==> src/common/trellisProbePkg.sv <==
`default_nettype none

package trellisProbePkg;

   // ---------------------------------------------------------------------
   // data path widths
   // ---------------------------------------------------------------------

   // I/Q sample width from the front end
   localparam int SampleBits = 18;
   // DAC word, full scale at the top bit
   localparam int DacBits = 18;
   // decoder phase error, signed
   localparam int PhaseErrBits = 8;
   // path-metric index from the trellis
   localparam int IndexBits = 6;

   // ---------------------------------------------------------------------
   // register bus
   // ---------------------------------------------------------------------

   localparam int AddrBits = 12;
   localparam int DataBits = 32;

   // trellis block, matched on addr 11..4
   localparam logic [AddrBits-1:0] TrellisSpace = 12'h500;
   // decay factor for the path metrics
   localparam logic [AddrBits-1:0] TrellisDecayAddr = 12'h500;

   // ---------------------------------------------------------------------
   // DAC tap select codes
   // ---------------------------------------------------------------------

   // any code not listed falls back to phase error
   localparam logic [3:0] TapI = 4'd0;
   localparam logic [3:0] TapQ = 4'd1;
   localparam logic [3:0] TapPhaseErr = 4'd2;
   localparam logic [3:0] TapIndex = 4'd3;

   // ---------------------------------------------------------------------
   // bundles
   // ---------------------------------------------------------------------

   // one complex sample
   typedef struct packed {
      logic [SampleBits-1:0] i;
      logic [SampleBits-1:0] q;
   } sampleT;

   // one probe word plus its strobe
   typedef struct packed {
      logic [DacBits-1:0] data;
      logic sync;
   } dacTapT;

   // all four probe points, fanned out to every channel
   typedef struct packed {
      dacTapT i;
      dacTapT q;
      dacTapT phaseErr;
      dacTapT index;
   } probeTapsT;

   // address and write data of a bus cycle
   typedef struct packed {
      logic [AddrBits-1:0] addr;
      logic [DataBits-1:0] din;
   } busReqT;

endpackage

`default_nettype wire

==> src/dacMux/dacTapSource.sv <==
`timescale 1ns/100ps
`default_nettype none

// builds the four probe taps shared by the DAC channels
module dacTapSource (
   input wire clk,
   input wire reset,

   // baseband strobes, sym2xEn at twice the symbol rate
   input wire symEn,
   input wire sym2xEn,
   input wire trellisProbePkg::sampleT samples,

   // decoder side, already aligned to symEnOut
   input wire [trellisProbePkg::PhaseErrBits-1:0] phaseError,
   input wire [trellisProbePkg::IndexBits-1:0] index,
   input wire symEnOut,

   output trellisProbePkg::probeTapsT taps
);

   // zero fill below the decoder fields
   localparam int PhErrPad = trellisProbePkg::DacBits - trellisProbePkg::PhaseErrBits;
   localparam int IndexPad = trellisProbePkg::DacBits - trellisProbePkg::IndexBits;

   // ---------------------------------------------------------------------
   // sample latch
   // ---------------------------------------------------------------------

   // I/Q held between 2x strobes
   trellisProbePkg::sampleT sampleLatch;
   // marks the cycle after a latch
   logic sym2xEnDly;

   always_ff @(posedge clk) begin
      if (reset) begin
         sampleLatch <= '0;
         sym2xEnDly <= 1'b0;
      end else begin
         sym2xEnDly <= sym2xEn;
         if (sym2xEn) begin
            sampleLatch <= samples;
         end
      end
   end

   // ---------------------------------------------------------------------
   // tap formatting
   // ---------------------------------------------------------------------

   always_comb begin
      // I and Q pass unchanged, sync lines up with the new latch value
      taps.i.data = sampleLatch.i;
      taps.i.sync = sym2xEnDly;
      taps.q.data = sampleLatch.q;
      taps.q.sync = sym2xEnDly;

      // phase error at the DAC top bits
      taps.phaseErr.data = {phaseError, {PhErrPad{1'b0}}};
      taps.phaseErr.sync = symEnOut;

      // index in bits 17..12, top bit of the old 19-bit word truncated
      taps.index.data = {index, {IndexPad{1'b0}}};
      taps.index.sync = symEnOut;
   end

   // ---------------------------------------------------------------------
   // checks
   // ---------------------------------------------------------------------

   // the 1x strobe must land on a 2x strobe, or the
   // decoder input grid drifts from the latched samples
   symOnHalfSym : assert property (
      @(posedge clk) disable iff (reset)
      symEn |-> sym2xEn
   ) else $error("dacTapSource: symEn without sym2xEn");

endmodule

`default_nettype wire

==> src/dacMux/dacChannel.sv <==
`timescale 1ns/100ps
`default_nettype none

// one DAC test port, picks a tap and registers it
module dacChannel (
   input wire clk,
   input wire reset,

   // every probe point, same for all channels
   input wire trellisProbePkg::probeTapsT taps,
   // tap select code
   input wire [3:0] select,

   // registered word and sync to the DAC pins
   output trellisProbePkg::dacTapT dac
);

   // ---------------------------------------------------------------------
   // tap select
   // ---------------------------------------------------------------------

   trellisProbePkg::dacTapT tapSel;

   always_comb begin
      case (select)
         trellisProbePkg::TapI: begin
            tapSel = taps.i;
         end
         trellisProbePkg::TapQ: begin
            tapSel = taps.q;
         end
         trellisProbePkg::TapPhaseErr: begin
            tapSel = taps.phaseErr;
         end
         trellisProbePkg::TapIndex: begin
            tapSel = taps.index;
         end
         // unused codes show phase error
         default: begin
            tapSel = taps.phaseErr;
         end
      endcase
   end

   // ---------------------------------------------------------------------
   // output register
   // ---------------------------------------------------------------------

   // data and sync move together so the DAC capture stays aligned
   always_ff @(posedge clk) begin
      if (reset) begin
         dac <= '0;
      end else begin
         dac <= tapSel;
      end
   end

   // ---------------------------------------------------------------------
   // checks
   // ---------------------------------------------------------------------

   // strobes upstream are at least two cycles apart, so with a steady
   // select the DAC sync is a single-cycle pulse
   syncIsPulse : assert property (
      @(posedge clk) disable iff (reset)
      (dac.sync && $stable(select)) |=> !dac.sync
   ) else $error("dacChannel: sync high two cycles in a row");

endmodule

`default_nettype wire

==> src/rtl/trellisRegs.sv <==
`timescale 1ns/100ps
`default_nettype none

// trellis register block on the host bus
module trellisRegs (
   input wire clk,
   input wire reset,

   // address and write data
   input wire trellisProbePkg::busReqT busReq,
   // write strobe, sampled on clk
   input wire wr0,

   // path metric decay for the decoder
   output logic [7:0] decayFactor,
   // readback, follows addr in the same cycle
   output logic [trellisProbePkg::DataBits-1:0] dout
);

   // ---------------------------------------------------------------------
   // address decode
   // ---------------------------------------------------------------------

   // block select, upper address bits only
   logic trellisSpace;
   // exact hit on the decay register
   logic decayHit;

   always_comb begin
      trellisSpace = (busReq.addr[11:4] == trellisProbePkg::TrellisSpace[11:4]);
      decayHit = trellisSpace && (busReq.addr == trellisProbePkg::TrellisDecayAddr);
   end

   // ---------------------------------------------------------------------
   // write side
   // ---------------------------------------------------------------------

   // only the low byte of din is kept
   always_ff @(posedge clk) begin
      if (reset) begin
         decayFactor <= 8'd0;
      end else if (wr0 && decayHit) begin
         decayFactor <= busReq.din[7:0];
      end
   end

   // ---------------------------------------------------------------------
   // read side
   // ---------------------------------------------------------------------

   // zero-extended decay, everything else reads 0
   always_comb begin
      dout = '0;
      if (decayHit) begin
         dout[7:0] = decayFactor;
      end
   end

   // ---------------------------------------------------------------------
   // checks
   // ---------------------------------------------------------------------

   // a floating address during a write could hit any register
   writeAddrKnown : assert property (
      @(posedge clk) disable iff (reset)
      wr0 |-> !$isunknown(busReq.addr)
   ) else $error("trellisRegs: unknown address with wr0 high");

endmodule

`default_nettype wire

==> src/rtl/trellisProbeTop.sv <==
`timescale 1ns/100ps
`default_nettype none

// probe and control wrapper around the external trellis decoder
module trellisProbeTop #(
   // number of DAC test ports
   parameter int NumDacs = 3
) (
   input wire clk,
   input wire reset,

   // symbol strobes from the timing loop
   input wire symEn,
   input wire sym2xEn,
   input wire trellisProbePkg::sampleT samples,

   // results from the decoder
   input wire [trellisProbePkg::PhaseErrBits-1:0] phaseError,
   input wire [trellisProbePkg::IndexBits-1:0] index,
   input wire symEnOut,

   // register bus
   input wire trellisProbePkg::busReqT busReq,
   input wire wr0,
   output logic [trellisProbePkg::DataBits-1:0] dout,

   // DAC test ports
   input wire [3:0] dacSelect [NumDacs],
   output trellisProbePkg::dacTapT dac [NumDacs],

   // to the decoder
   output logic [7:0] decayFactor
);

   // ---------------------------------------------------------------------
   // probe tap source
   // ---------------------------------------------------------------------

   // shared by every DAC channel
   trellisProbePkg::probeTapsT taps;

   // carrier loop stays bypassed, samples go straight to the taps
   dacTapSource uTapSource (
      .clk        (clk),
      .reset      (reset),
      .symEn      (symEn),
      .sym2xEn    (sym2xEn),
      .samples    (samples),
      .phaseError (phaseError),
      .index      (index),
      .symEnOut   (symEnOut),
      .taps       (taps)
   );

   // ---------------------------------------------------------------------
   // register port
   // ---------------------------------------------------------------------

   trellisRegs uRegs (
      .clk         (clk),
      .reset       (reset),
      .busReq      (busReq),
      .wr0         (wr0),
      .decayFactor (decayFactor),
      .dout        (dout)
   );

   // ---------------------------------------------------------------------
   // DAC channels
   // ---------------------------------------------------------------------

   // one identical channel per port, each with its own select
   for (genvar ch = 0; ch < NumDacs; ch++) begin : gDac
      dacChannel uDac (
         .clk    (clk),
         .reset  (reset),
         .taps   (taps),
         .select (dacSelect[ch]),
         .dac    (dac[ch])
      );
   end

endmodule

`default_nettype wire

==> config.mk <==
export PLATFORM = sky130hd
export DESIGN_NAME = trellisProbeTop
export DESIGN_NICKNAME = d
export VERILOG_FILES = /design/src/common/trellisProbePkg.sv /design/src/dacMux/dacTapSource.sv /design/src/dacMux/dacChannel.sv /design/src/rtl/trellisRegs.sv /design/src/rtl/trellisProbeTop.sv
export SDC_FILE = /design/constraint.sdc
export NUM_CORES = 1
export LEC_CHECK = 0
export BUFFER_PORTS_ARGS = -buffer_cell sky130_fd_sc_hd__buf_2
export CORE_MARGIN = 5
export CORE_UTILIZATION = 50
export DETAILED_ROUTE_END_ITERATION = 6
export GPL_ROUTABILITY_DRIVEN = 0
export PLACE_DENSITY = 0.85
export SLEW_MARGIN = 25
export SYNTH_ARGS = -nofsm -noshare
export SYNTH_HDL_FRONTEND = slang
export SYNTH_SLANG_ARGS = --single-unit
==> constraint.sdc <==
create_clock -name clk -period 3.36 [get_ports clk]
set_input_delay 0.504 -clock clk [delete_from_list [all_inputs] [get_ports clk]]
set_output_delay 0.504 -clock clk [all_outputs]
set_load 0.005 [all_outputs]
======== Word-level counts from Yosys, hierarchy flattened ========
Cells that the tools add are included.
Widths: inputs -> output; s select.
word-level totals
  bits in registers ....................... 102
  output and inout port bits .............. 97
operators by class
  equality and inequality tests ........... 8
  muxes and demuxes ....................... 4
  reduce and logical (&&, ||, !) cells .... 5
operators with widths
  operator              count
  $pmux 19 s3           3
  $eq 12x11->1 const B  1
  $eq 4x1->1 const B    3
  $eq 4x2->1 const B    3
  $logic_not 4->1       3
  $eq 8x7->1 const B    1
  $mux 8                1
  $logic_and 1x1->1     2

======== Depth between registers and ports, before layout ========
Gate-level depths: netlist of run 1.
  word-level depth ........................ 3
  mapped depth ............................ 5
  mapped depth without buffers ............ 3

======== Cells and area by module ========
Synthesis of run 1 repeated with hierarchy kept, for this count alone.
unflattened totals
  cells, all modules ...................... 627
  area total of the unflattened synthesis .. 5,748.0 um2
modules (own cells, without submodules)
  module        instances  cells an instance  area each (um2)  sequential area each (um2)
  dacChannel    3          132                1,157.4          380.4
  dacTapSource  1          159                1,636.6          740.7
  trellisRegs   1          72                 639.4            160.2

======== Worst setup path before layout of run 1 ========
No wires, ideal clock.
  path type ............................... input to output
  start point ............................. input busReq[41] in the netlist's numbering
  end point ............................... output dout[0] in the netlist's numbering
  arrival time ............................ 1,638 ps
  data required time ...................... 2,856 ps
  slack ................................... 1,218 ps
  stages .................................. 3
  buffers on the path ..................... 0
  cells stage by stage .................... or4bb_1 > nor3_1 > and2_1
between the ends
  cells in the longest elaborated chain, start to end .. 3
RTL lines
  item                                               RTL line                              text
  from (decl)                                        trellisProbeTop.sv:23                 input wire trellisProbePkg::busReqT busReq,
  $eq 12x11->1 / $eq 8x7->1 (equally long branches)  trellisRegs.sv:31, trellisRegs.sv:30
  $logic_and 1x1->1 *                                trellisRegs.sv:31                     decayHit = trellisSpace && (busReq.addr == trellisProbePkg::TrellisDecayAddr);
  $mux 8 *                                           trellisRegs.sv:54                     if (decayHit) begin
  to (decl)                                          trellisProbeTop.sv:25                 output logic [trellisProbePkg::DataBits-1:0] dout,
Every way passes the cells marked *; elsewhere a longest branch is shown, timed or not.

======== Worst setup path in the final report of run 1 ========
  start point ............................. input busReq[41] in the netlist's numbering
  end point ............................... output dout[7] in the netlist's numbering
Same word-level chain as after synthesis.

==> metrics.md, run 1 <==
| Metric | Value |
|---|---|
| H-tree levels | 3 |
| CTS tree | done |
| Initial drt markers | 203 |
| Clk_lat worst skew | 350 ps |
| CP max-delay cell | or4bb_1 |
| Hold_sp | samples[18] |
| Final Max Slew Viols | 0 |
| Clock Pin Slew Worst Setup and Hold Paths | 90 ps |
| CP endpoint kind | output pin |
| Final nets | 721 |
| CP required | 2860 ps |
| Post-CTS Resized | 0 |
| Most frequent CP cell | buf_2 |
| Clock skew | 8.03 ps |
| Fin crit share | 0.758 |
| Die Y | 104 um |
| Hold crit path type | input pin to flip-flop |
| First-pass detailed-route iteration total | 5 |
| Most used flip-flop cell after synthesis | dfxtp_1 |
| EDFF count, synth | 0 |
| Fmax achieved | 393 MHz |
| I/O Pins | 209 |
| Clk root buf | clkbuf_8 |
| Vias in the first global route | 3949 |
| Top-count cell post-synth | dfxtp_1 |
| Power consumption | 2.45 mW |
| Area of the core region | 0.00868 mm^2 |
| Layout Cells excl Fill | 723 |
| Largest net degree at the start of global routing | 63 |
| Total CTS buffers | 9 |
| Max-cap viol count | 0 |
| Area growth, synth to finish | 22.8% |
| Global-route wire length before repair | 18900 um |
| Worst setup SP type | input pin |
| WP buf/inv | 2 |
| Synth top area share | 0.461 |
| Cell total after placement | 705 |
| Outcome | complete, no violations |
| Max_slew headroom | 0.526 |
| Synth cell count leaders | dfxtp_1, mux2i_1, nor2_1 |
| Crit Reg-Reg Startpoint | uTapSource.taps[51]$_SDFFE_PP0P_ |
| Row cnt | 34 |
| Largest stage delay, worst path | 570 ps |
| Crit Path Class | input pin to output pin |
| Post-layout minimum cycle time | 2550 ps |
| Synth Instances | 463 |
| Asr flop ratio synth | 0 |
| CTS Hold Bufs | 0 |
| Routed len/inst | 16.5 um |
| Fin. Hold Viols | 0 |
| Leakage power | 2.64 nW |
| Synth top area cells | dfxtp_1, mux2i_1, nor2_1 |
| Drc violations | 0 |
| Top delay family on crit path | simple AND/OR/NAND/NOR gates |
| Finish-stage setup viols | 0 |
| Hpwl dp | 8900 um |
| Clock sink count | 102 |
| Library cells used by synthesis | 30 |
| Pwr dens | 450 mW/mm^2 |
| Initial core utilization | 0.511 |
| Die area | 0.0108 mm^2 |
| Fill cells | 751 |
| Ratio of cells with drive above 1 in the final layout | 0.347 |
| Post-CTS Setup Inserts | 0 |
| Post-synthesis sequential area ratio | 0.461 |
| Vias | 3859 |
| Vias per inst | 5.34 |
| Mapped Area | 0.00443 mm^2 |
| WP data arrival | 2040 ps |
| Top cell type by total area after synthesis | dfxtp_1 |
| Port bufs | 159 |
| DRT antenna net count | 0 |
| Post-layout util | 0.627 |
| Total gr overflow | 0 |
| #FFs+latches synth | 102 |
| CP Cell Sequence | buf_2 -> or4bb_1 -> nor3_1 -> and2_1 -> buf_2 |
| Syn_area_per_cell | 9.57 um^2 |
| Horiz. Die Dim | 104 um |
| Initial antenna violation count | 1 |
| Peak supply drop | 0.000261 V |
| Final wirelength | 11900 um |
| CP startpoint | busReq[41] |
| GRT Util Overall | 0.210 |
| Worst Max-Slew Pin Slew | 706 ps |
| Ys Warns | 0 |
| CP max FO | 8 |
| RSZ-0062 raised after global routing | false |
| CTS Buffer Depth | 2 |
| Setup TNS | 0 ps |
[state kept, by name (all words and copies together), names as in the netlist]
register               count
gDac.uDac.dac             57
uTapSource.taps           36
uRegs.decayFactor          8
uTapSource.sym2xEnDly      1
[final timing paths]
path	endpoint	slack, ps	depth (start not counted)
min reg2reg	gDac[1].uDac.dac[0]$_SDFF_PP0_	470	2
max reg2reg	gDac[2].uDac.dac[13]$_SDFF_PP0_	2340	3
min	uTapSource.taps[58]$_SDFFE_PP0P_	380	3
max	dout[7]	810	5
[cell usage in the layout (no fill, tap or decap), drive strengths merged, types with 2 or more instances in the layout]
cell | synthesis | routed
o221a | 2 | 2
mux2 | 18 | 18
nor3 | 6 | 6
a211oi | 2 | 2
conb | 1 | 24
nand2b | 4 | 4
o211ai | 10 | 10
a221oi | 6 | 6
a21oi | 17 | 17
a21bo | 10 | 10
o21bai | 4 | 4
mux2i | 76 | 76
bufinv | 0 | 2
inv | 5 | 5
nand2 | 34 | 34
clkbuf | 18 | 11
or4 | 2 | 2
buf | 32 | 162
dfxtp | 102 | 102
or2 | 3 | 3
o21ai | 17 | 17
and2 | 8 | 8
nor2b | 6 | 6
clkinv | 0 | 3
a31oi | 6 | 6
nor2 | 71 | 71
[tightest hold or removal path, delay by kind of cell]
| kind | cells | cell delay [ps] |
|---|---|---|
| buffers and inverters | 1 | 70 |
| multiplexers | 1 | 50 |
| AND/OR/NAND/NOR | 1 | 80 |
[area by class of cell]
type                    count  area, um^2  share of cell area
flip-flops and latches    102        2040               0.375
clock inverters             5        82.6              0.0152
inverters                   5        18.8             0.00345
repair buffers            162         838               0.154
multi-input cells         329        2180               0.401
diodes                      1        2.50            0.000460
well taps                 108         135              0.0248
clock buffers              11         141              0.0260
[kinds of logic after synthesis]
| kind of cell | Yosys count | synth area share |
|---|---|---|
| multiplexers | 94 | 0.217 |
| other | 1 | 0.000846 |
| flip-flops | 102 | 0.461 |
| buffers and inverters | 55 | 0.0681 |
| AND/OR/NAND/NOR | 137 | 0.139 |
| AO/OA/AOI/OAI | 74 | 0.114 |
[metal layers]
| layer | GRT usage | vias up | share of wire | routed length, um |
|---|---|---|---|---|
| li1 | - | 1845 | - | - |
| met1 | 0.235 | 1791 | 0.38 | 4570 |
| met2 | 0.379 | 195 | 0.52 | 6150 |
| met3 | 0.0466 | 28 | 0.075 | 897 |
| met4 | 0.0897 | 0 | 0.027 | 323 |
| met5 | 0 | - | 0 | 0 |
[power breakdown]
group          switching, mW  internal, mW
Combinational          0.165         0.148
Sequential            0.0319          1.26
Clock                  0.403         0.442
[metrics by stage]
stage / area (um^2) / setup WS (ps) / hold WS, ps
3_3_place_gp: 5180 / 830 / 453
5_1_grt: 5440 / 707 / 389
6_report: 5440 / 812 / 384
2_1_floorplan: 4520 / 1220 / 444
4_1_cts: 5400 / 788 / 377
3_5_place_dp: 5180 / 793 / 465
No activity file was read; power rests on OpenSTA's default activity.
==> run 2, diff against run 1 <==
--- a/config.mk
+++ b/config.mk
@@ -5,12 +5,13 @@
 export SDC_FILE = /design/constraint.sdc
 export NUM_CORES = 1
 export LEC_CHECK = 0
+export ABC_AREA = 1
 export BUFFER_PORTS_ARGS = -buffer_cell sky130_fd_sc_hd__buf_2
 export CORE_MARGIN = 5
-export CORE_UTILIZATION = 50
+export CORE_UTILIZATION = 47
 export DETAILED_ROUTE_END_ITERATION = 6
 export GPL_ROUTABILITY_DRIVEN = 0
-export PLACE_DENSITY = 0.85
+export PLACE_DENSITY = 0.8
 export SLEW_MARGIN = 25
 export SYNTH_ARGS = -nofsm -noshare
 export SYNTH_HDL_FRONTEND = slang
==> constraint.sdc (replaced) <==
create_clock -name clk -period 2.4 [get_ports clk]
set_input_delay 0.36 -clock clk [delete_from_list [all_inputs] [get_ports clk]]
set_output_delay 0.36 -clock clk [all_outputs]
set_load 0.005 [all_outputs]
==> run 2 against run 1 <==
Critical path depth up 2. Sequential share of layout area down 1.1 points. Largest cell class is now sequential cells. Register-to-register slack got worse by 850 ps. Total power rose by 39%. Core utilization fell by 4.7 points. Sequential power rose by 41%. Combinational power is 33% higher. First-iteration DRC count is 110% higher. Synthesized cell count up 37%. Clock power grew 38%.
==> metrics.md, run 2 <==
| Metric | Value |
|---|---|
| Outcome | complete, no violations |
| Synth top area cells | dfxtp_1, nand2_1, a21oi_1 |
| Post-layout minimum cycle time | 1720 ps |
| Initial drt markers | 421 (+110%) |
| Most frequent cells in the layout | buf_2, nand2_1, dfxtp_1 |
| Sequential cell area | 0.00204 mm^2 (unchanged) |
| Vias per inst | 4.99 (-6.5%) |
| Worst Max-Slew Pin Slew | 578 ps (-128 ps) |
| Die Y | 109 um (+4.8%) |
| Top-count cell post-synth | nand2_1 |
| Leakage power | 2.71 nW (+2.9%) |
| Hpwl dp | 9410 um (+5.7%) |
| Cell total after placement | 899 (+28%) |
| R2R depth | 4 (+1) |
| Vias | 4580 (+19%) |
| Crit Reg-Reg Startpoint | uTapSource.taps[72]$_SDFFE_PP0P_ |
| Final Max Slew Viols | 0 (unchanged) |
| DRT antenna net count | 0 (unchanged) |
| Clock skew | 13.0 ps (+5.00 ps) |
| Port bufs | 159 (unchanged) |
| Area growth, synth to finish | 21.5% |
| CTS Hold Bufs | 0 (unchanged) |
| Global-route wire length before repair | 19900 um (+5.6%) |
| Final wirelength | 12700 um (+6.2%) |
| Worst hold endpoint | uTapSource.taps[65]$_SDFFE_PP0P_ |
| Area of the core region | 0.00968 mm^2 (+12%) |
| #FFs+latches synth | 102 (unchanged) |
| Setup TNS | 0 ps (unchanged) |
| Place WS | 645 ps (-148 ps) |
| Routed len/inst | 13.8 um (-16%) |
| Clock Pin Slew Worst Setup and Hold Paths | 110 ps (+20 ps) |
| Total CTS buffers | 9 (unchanged) |
| RR Endpoint | gDac[1].uDac.dac[15]$_SDFF_PP0_ |
| Horiz. Die Dim | 109 um (+4.8%) |
| Post-CTS Setup Inserts | 0 (unchanged) |
| Main combinational cell family by area after synthesis | simple AND/OR/NAND/NOR gates |
| Syn_area_per_cell | 7.27 um^2 (-24%) |
| EDFF count, synth | 0 (unchanged) |
| Clock sink count | 102 (unchanged) |
| Total gr overflow | 0 (unchanged) |
| Drc violations | 0 (unchanged) |
| Crit Path Class | input pin to output pin |
| Pwr dens | 607 mW/mm^2 (+35%) |
| Fin crit share | 0.716 |
| CP required | 2040 ps (-820 ps) |
| Ys Warns | 0 (unchanged) |
| CTS tree | done |
| Most used flip-flop cell after synthesis | dfxtp_1 |
| Clk_lat worst skew | 370 ps (+20 ps) |
| Post-CTS Resized | 0 (unchanged) |
| WP data arrival | 1360 ps (-680 ps) |
| Post-synthesis sequential area ratio | 0.442 (-0.0188) |
| Footprint of the multi-input gates | 0.00204 mm^2 (-6.3%) |
| H-tree levels | 3 (unchanged) |
| DP Area | 0.00538 mm^2 (+3.8%) |
| Ratio of cells with drive above 1 in the final layout | 0.284 (-0.0630) |
| Row cnt | 36 (+5.9%) |
| Synth cell count leaders | nand2_1, dfxtp_1, nor2_1 |
| CP max FO | 8 (unchanged) |
| Library cells used by synthesis | 31 (+3.3%) |
| CTS Buffer Depth | 2 (unchanged) |
| Peak supply drop | 0.000319 V (+22%) |
| Asr flop ratio synth | 0 (unchanged) |
| First-pass detailed-route iteration total | 5 (unchanged) |
| Largest net degree at the start of global routing | 52 (-17%) |
| Fin. Hold Viols | 0 (unchanged) |
| Final instance area | 0.00561 mm^2 (+3.2%) |
| Commonest non-fill, non-tap cell in the layout | buf_2 |
| Max_slew headroom | 0.614 (+0.0877) |
| Max FFs per register | 57 (unchanged) |
| Synth Instances | 635 (+37%) |
| Die area | 0.0119 mm^2 (+9.9%) |
| CP endpoint kind | output pin |
| Vias in the first global route | 4218 (+6.8%) |
| Initial antenna violation count | 3 (+2) |
| Worst setup margin | 682 ps (-130 ps) |
| Mux cell area share after synthesis | 0 (-0.217) |
| Clk root buf | clkbuf_8 |
| Post-synthesis compound-gate area fraction | 0.165 (+0.0520) |
| Layout Cells excl Fill | 918 (+27%) |
| Initial core utilization | 0.477 (-0.0335) |
| Hold crit path type | input pin to flip-flop |
| Fill cells | 896 (+19%) |
| Worst setup SP type | input pin |
| Synth top area share | 0.442 (-0.0188) |
| Hold slack | 206 ps (-178 ps) |
| RSZ-0062 raised after global routing | false |
| Top cell type by total area after synthesis | dfxtp_1 |
| Hold_sp | samples[25] |
| Final nets | 889 (+23%) |
| I/O Pins | 209 (unchanged) |
| Hold Crit Depth | 3 (unchanged) |
| GRT Util Overall | 0.211 (+0.00164) |
| Xor and xnor area share after synthesis | 0 (unchanged) |
| Synth Area in Adders | 0 (unchanged) |
| Mapped Area | 0.00462 mm^2 (+4.3%) |
| Reg2Reg Setup Slack | 1490 ps (-850 ps) |
| CP startpoint | busReq[41] |
| Post-synthesis simple-gate area fraction | 0.257 (+0.118) |
| Reg with most FFs | gDac.uDac.dac |
| Max-cap viol count | 0 (unchanged) |
| Fmax achieved | 582 MHz |
| Finish-stage setup viols | 0 (unchanged) |
run 2: changes by cell type after synthesis, sizes merged, moves of 10 or more:
cell,previous run,this run
mux2i,76,0
inv,5,71
mux2,18,0
nand2,34,115
o211ai,10,0
buf,32,46
a21oi,17,67
o21ai,17,53
a21bo,10,0
nand3,0,50
nor2,71,85
run 2: cell families after synthesis:
logic type,Yosys count
simple gates,266
compound gates,137
buf+inv,129
flops,102
other cells,1
run 2: layout make-up:
| class | instances | share of cell area |
|---|---|---|
| Clock buffer | 9 | 0.0221 |
| Timing Repair Buffer | 166 | 0.153 |
| Sequential cell | 102 | 0.364 |
| Antenna cell | 3 | 0.00134 |
| Tap cell | 133 | 0.0297 |
| Multi-Input combinational cell | 427 | 0.364 |
| Inverter | 71 | 0.0475 |
| Clock inverter | 7 | 0.0183 |
run 2: stage by stage:
step	util	total power, mW
after floorplan	-	2.11
after global placement	0.555	2.26
after detailed placement	0.555	2.27
after CTS	0.579	3.43
after global routing	0.579	3.56
final	0.579	3.41
run 2: where the power goes:
group	total, mW	internal (mW)	switching (mW)
sequential	1.82	1.77	0.0492
clock	1.17	0.518	0.651
combinational	0.417	0.157	0.259
total	3.41	2.45	0.960
run 2: per-layer routing:
layer	vias to the layer above	track usage	part of all wire
met5	-	0	0
met4	0	0.0956	0.029
met3	30	0.0432	0.10
met2	263	0.344	0.46
met1	2006	0.269	0.41
li1	2281	-	-
run 2: critical path, cell delays in order:
cell	delay, ps
buf_2	110
inv_1	40
nand2_1	40
nor3b_1	190
nand3_1	280
nor2_1	200
buf_2	140
run 2: worst max path at each step:
stage / slack [ps] / cells after the start / endpoint
2_1_floorplan: 1060 / 3 / dout[0]
3_3_place_gp: 660 / 5 / dout[7]
3_5_place_dp: 650 / 7 / dout[7]
4_1_cts: 640 / 7 / dout[7]
5_1_grt: 570 / 5 / dout[7]
6_report: 680 / 7 / dout[7]
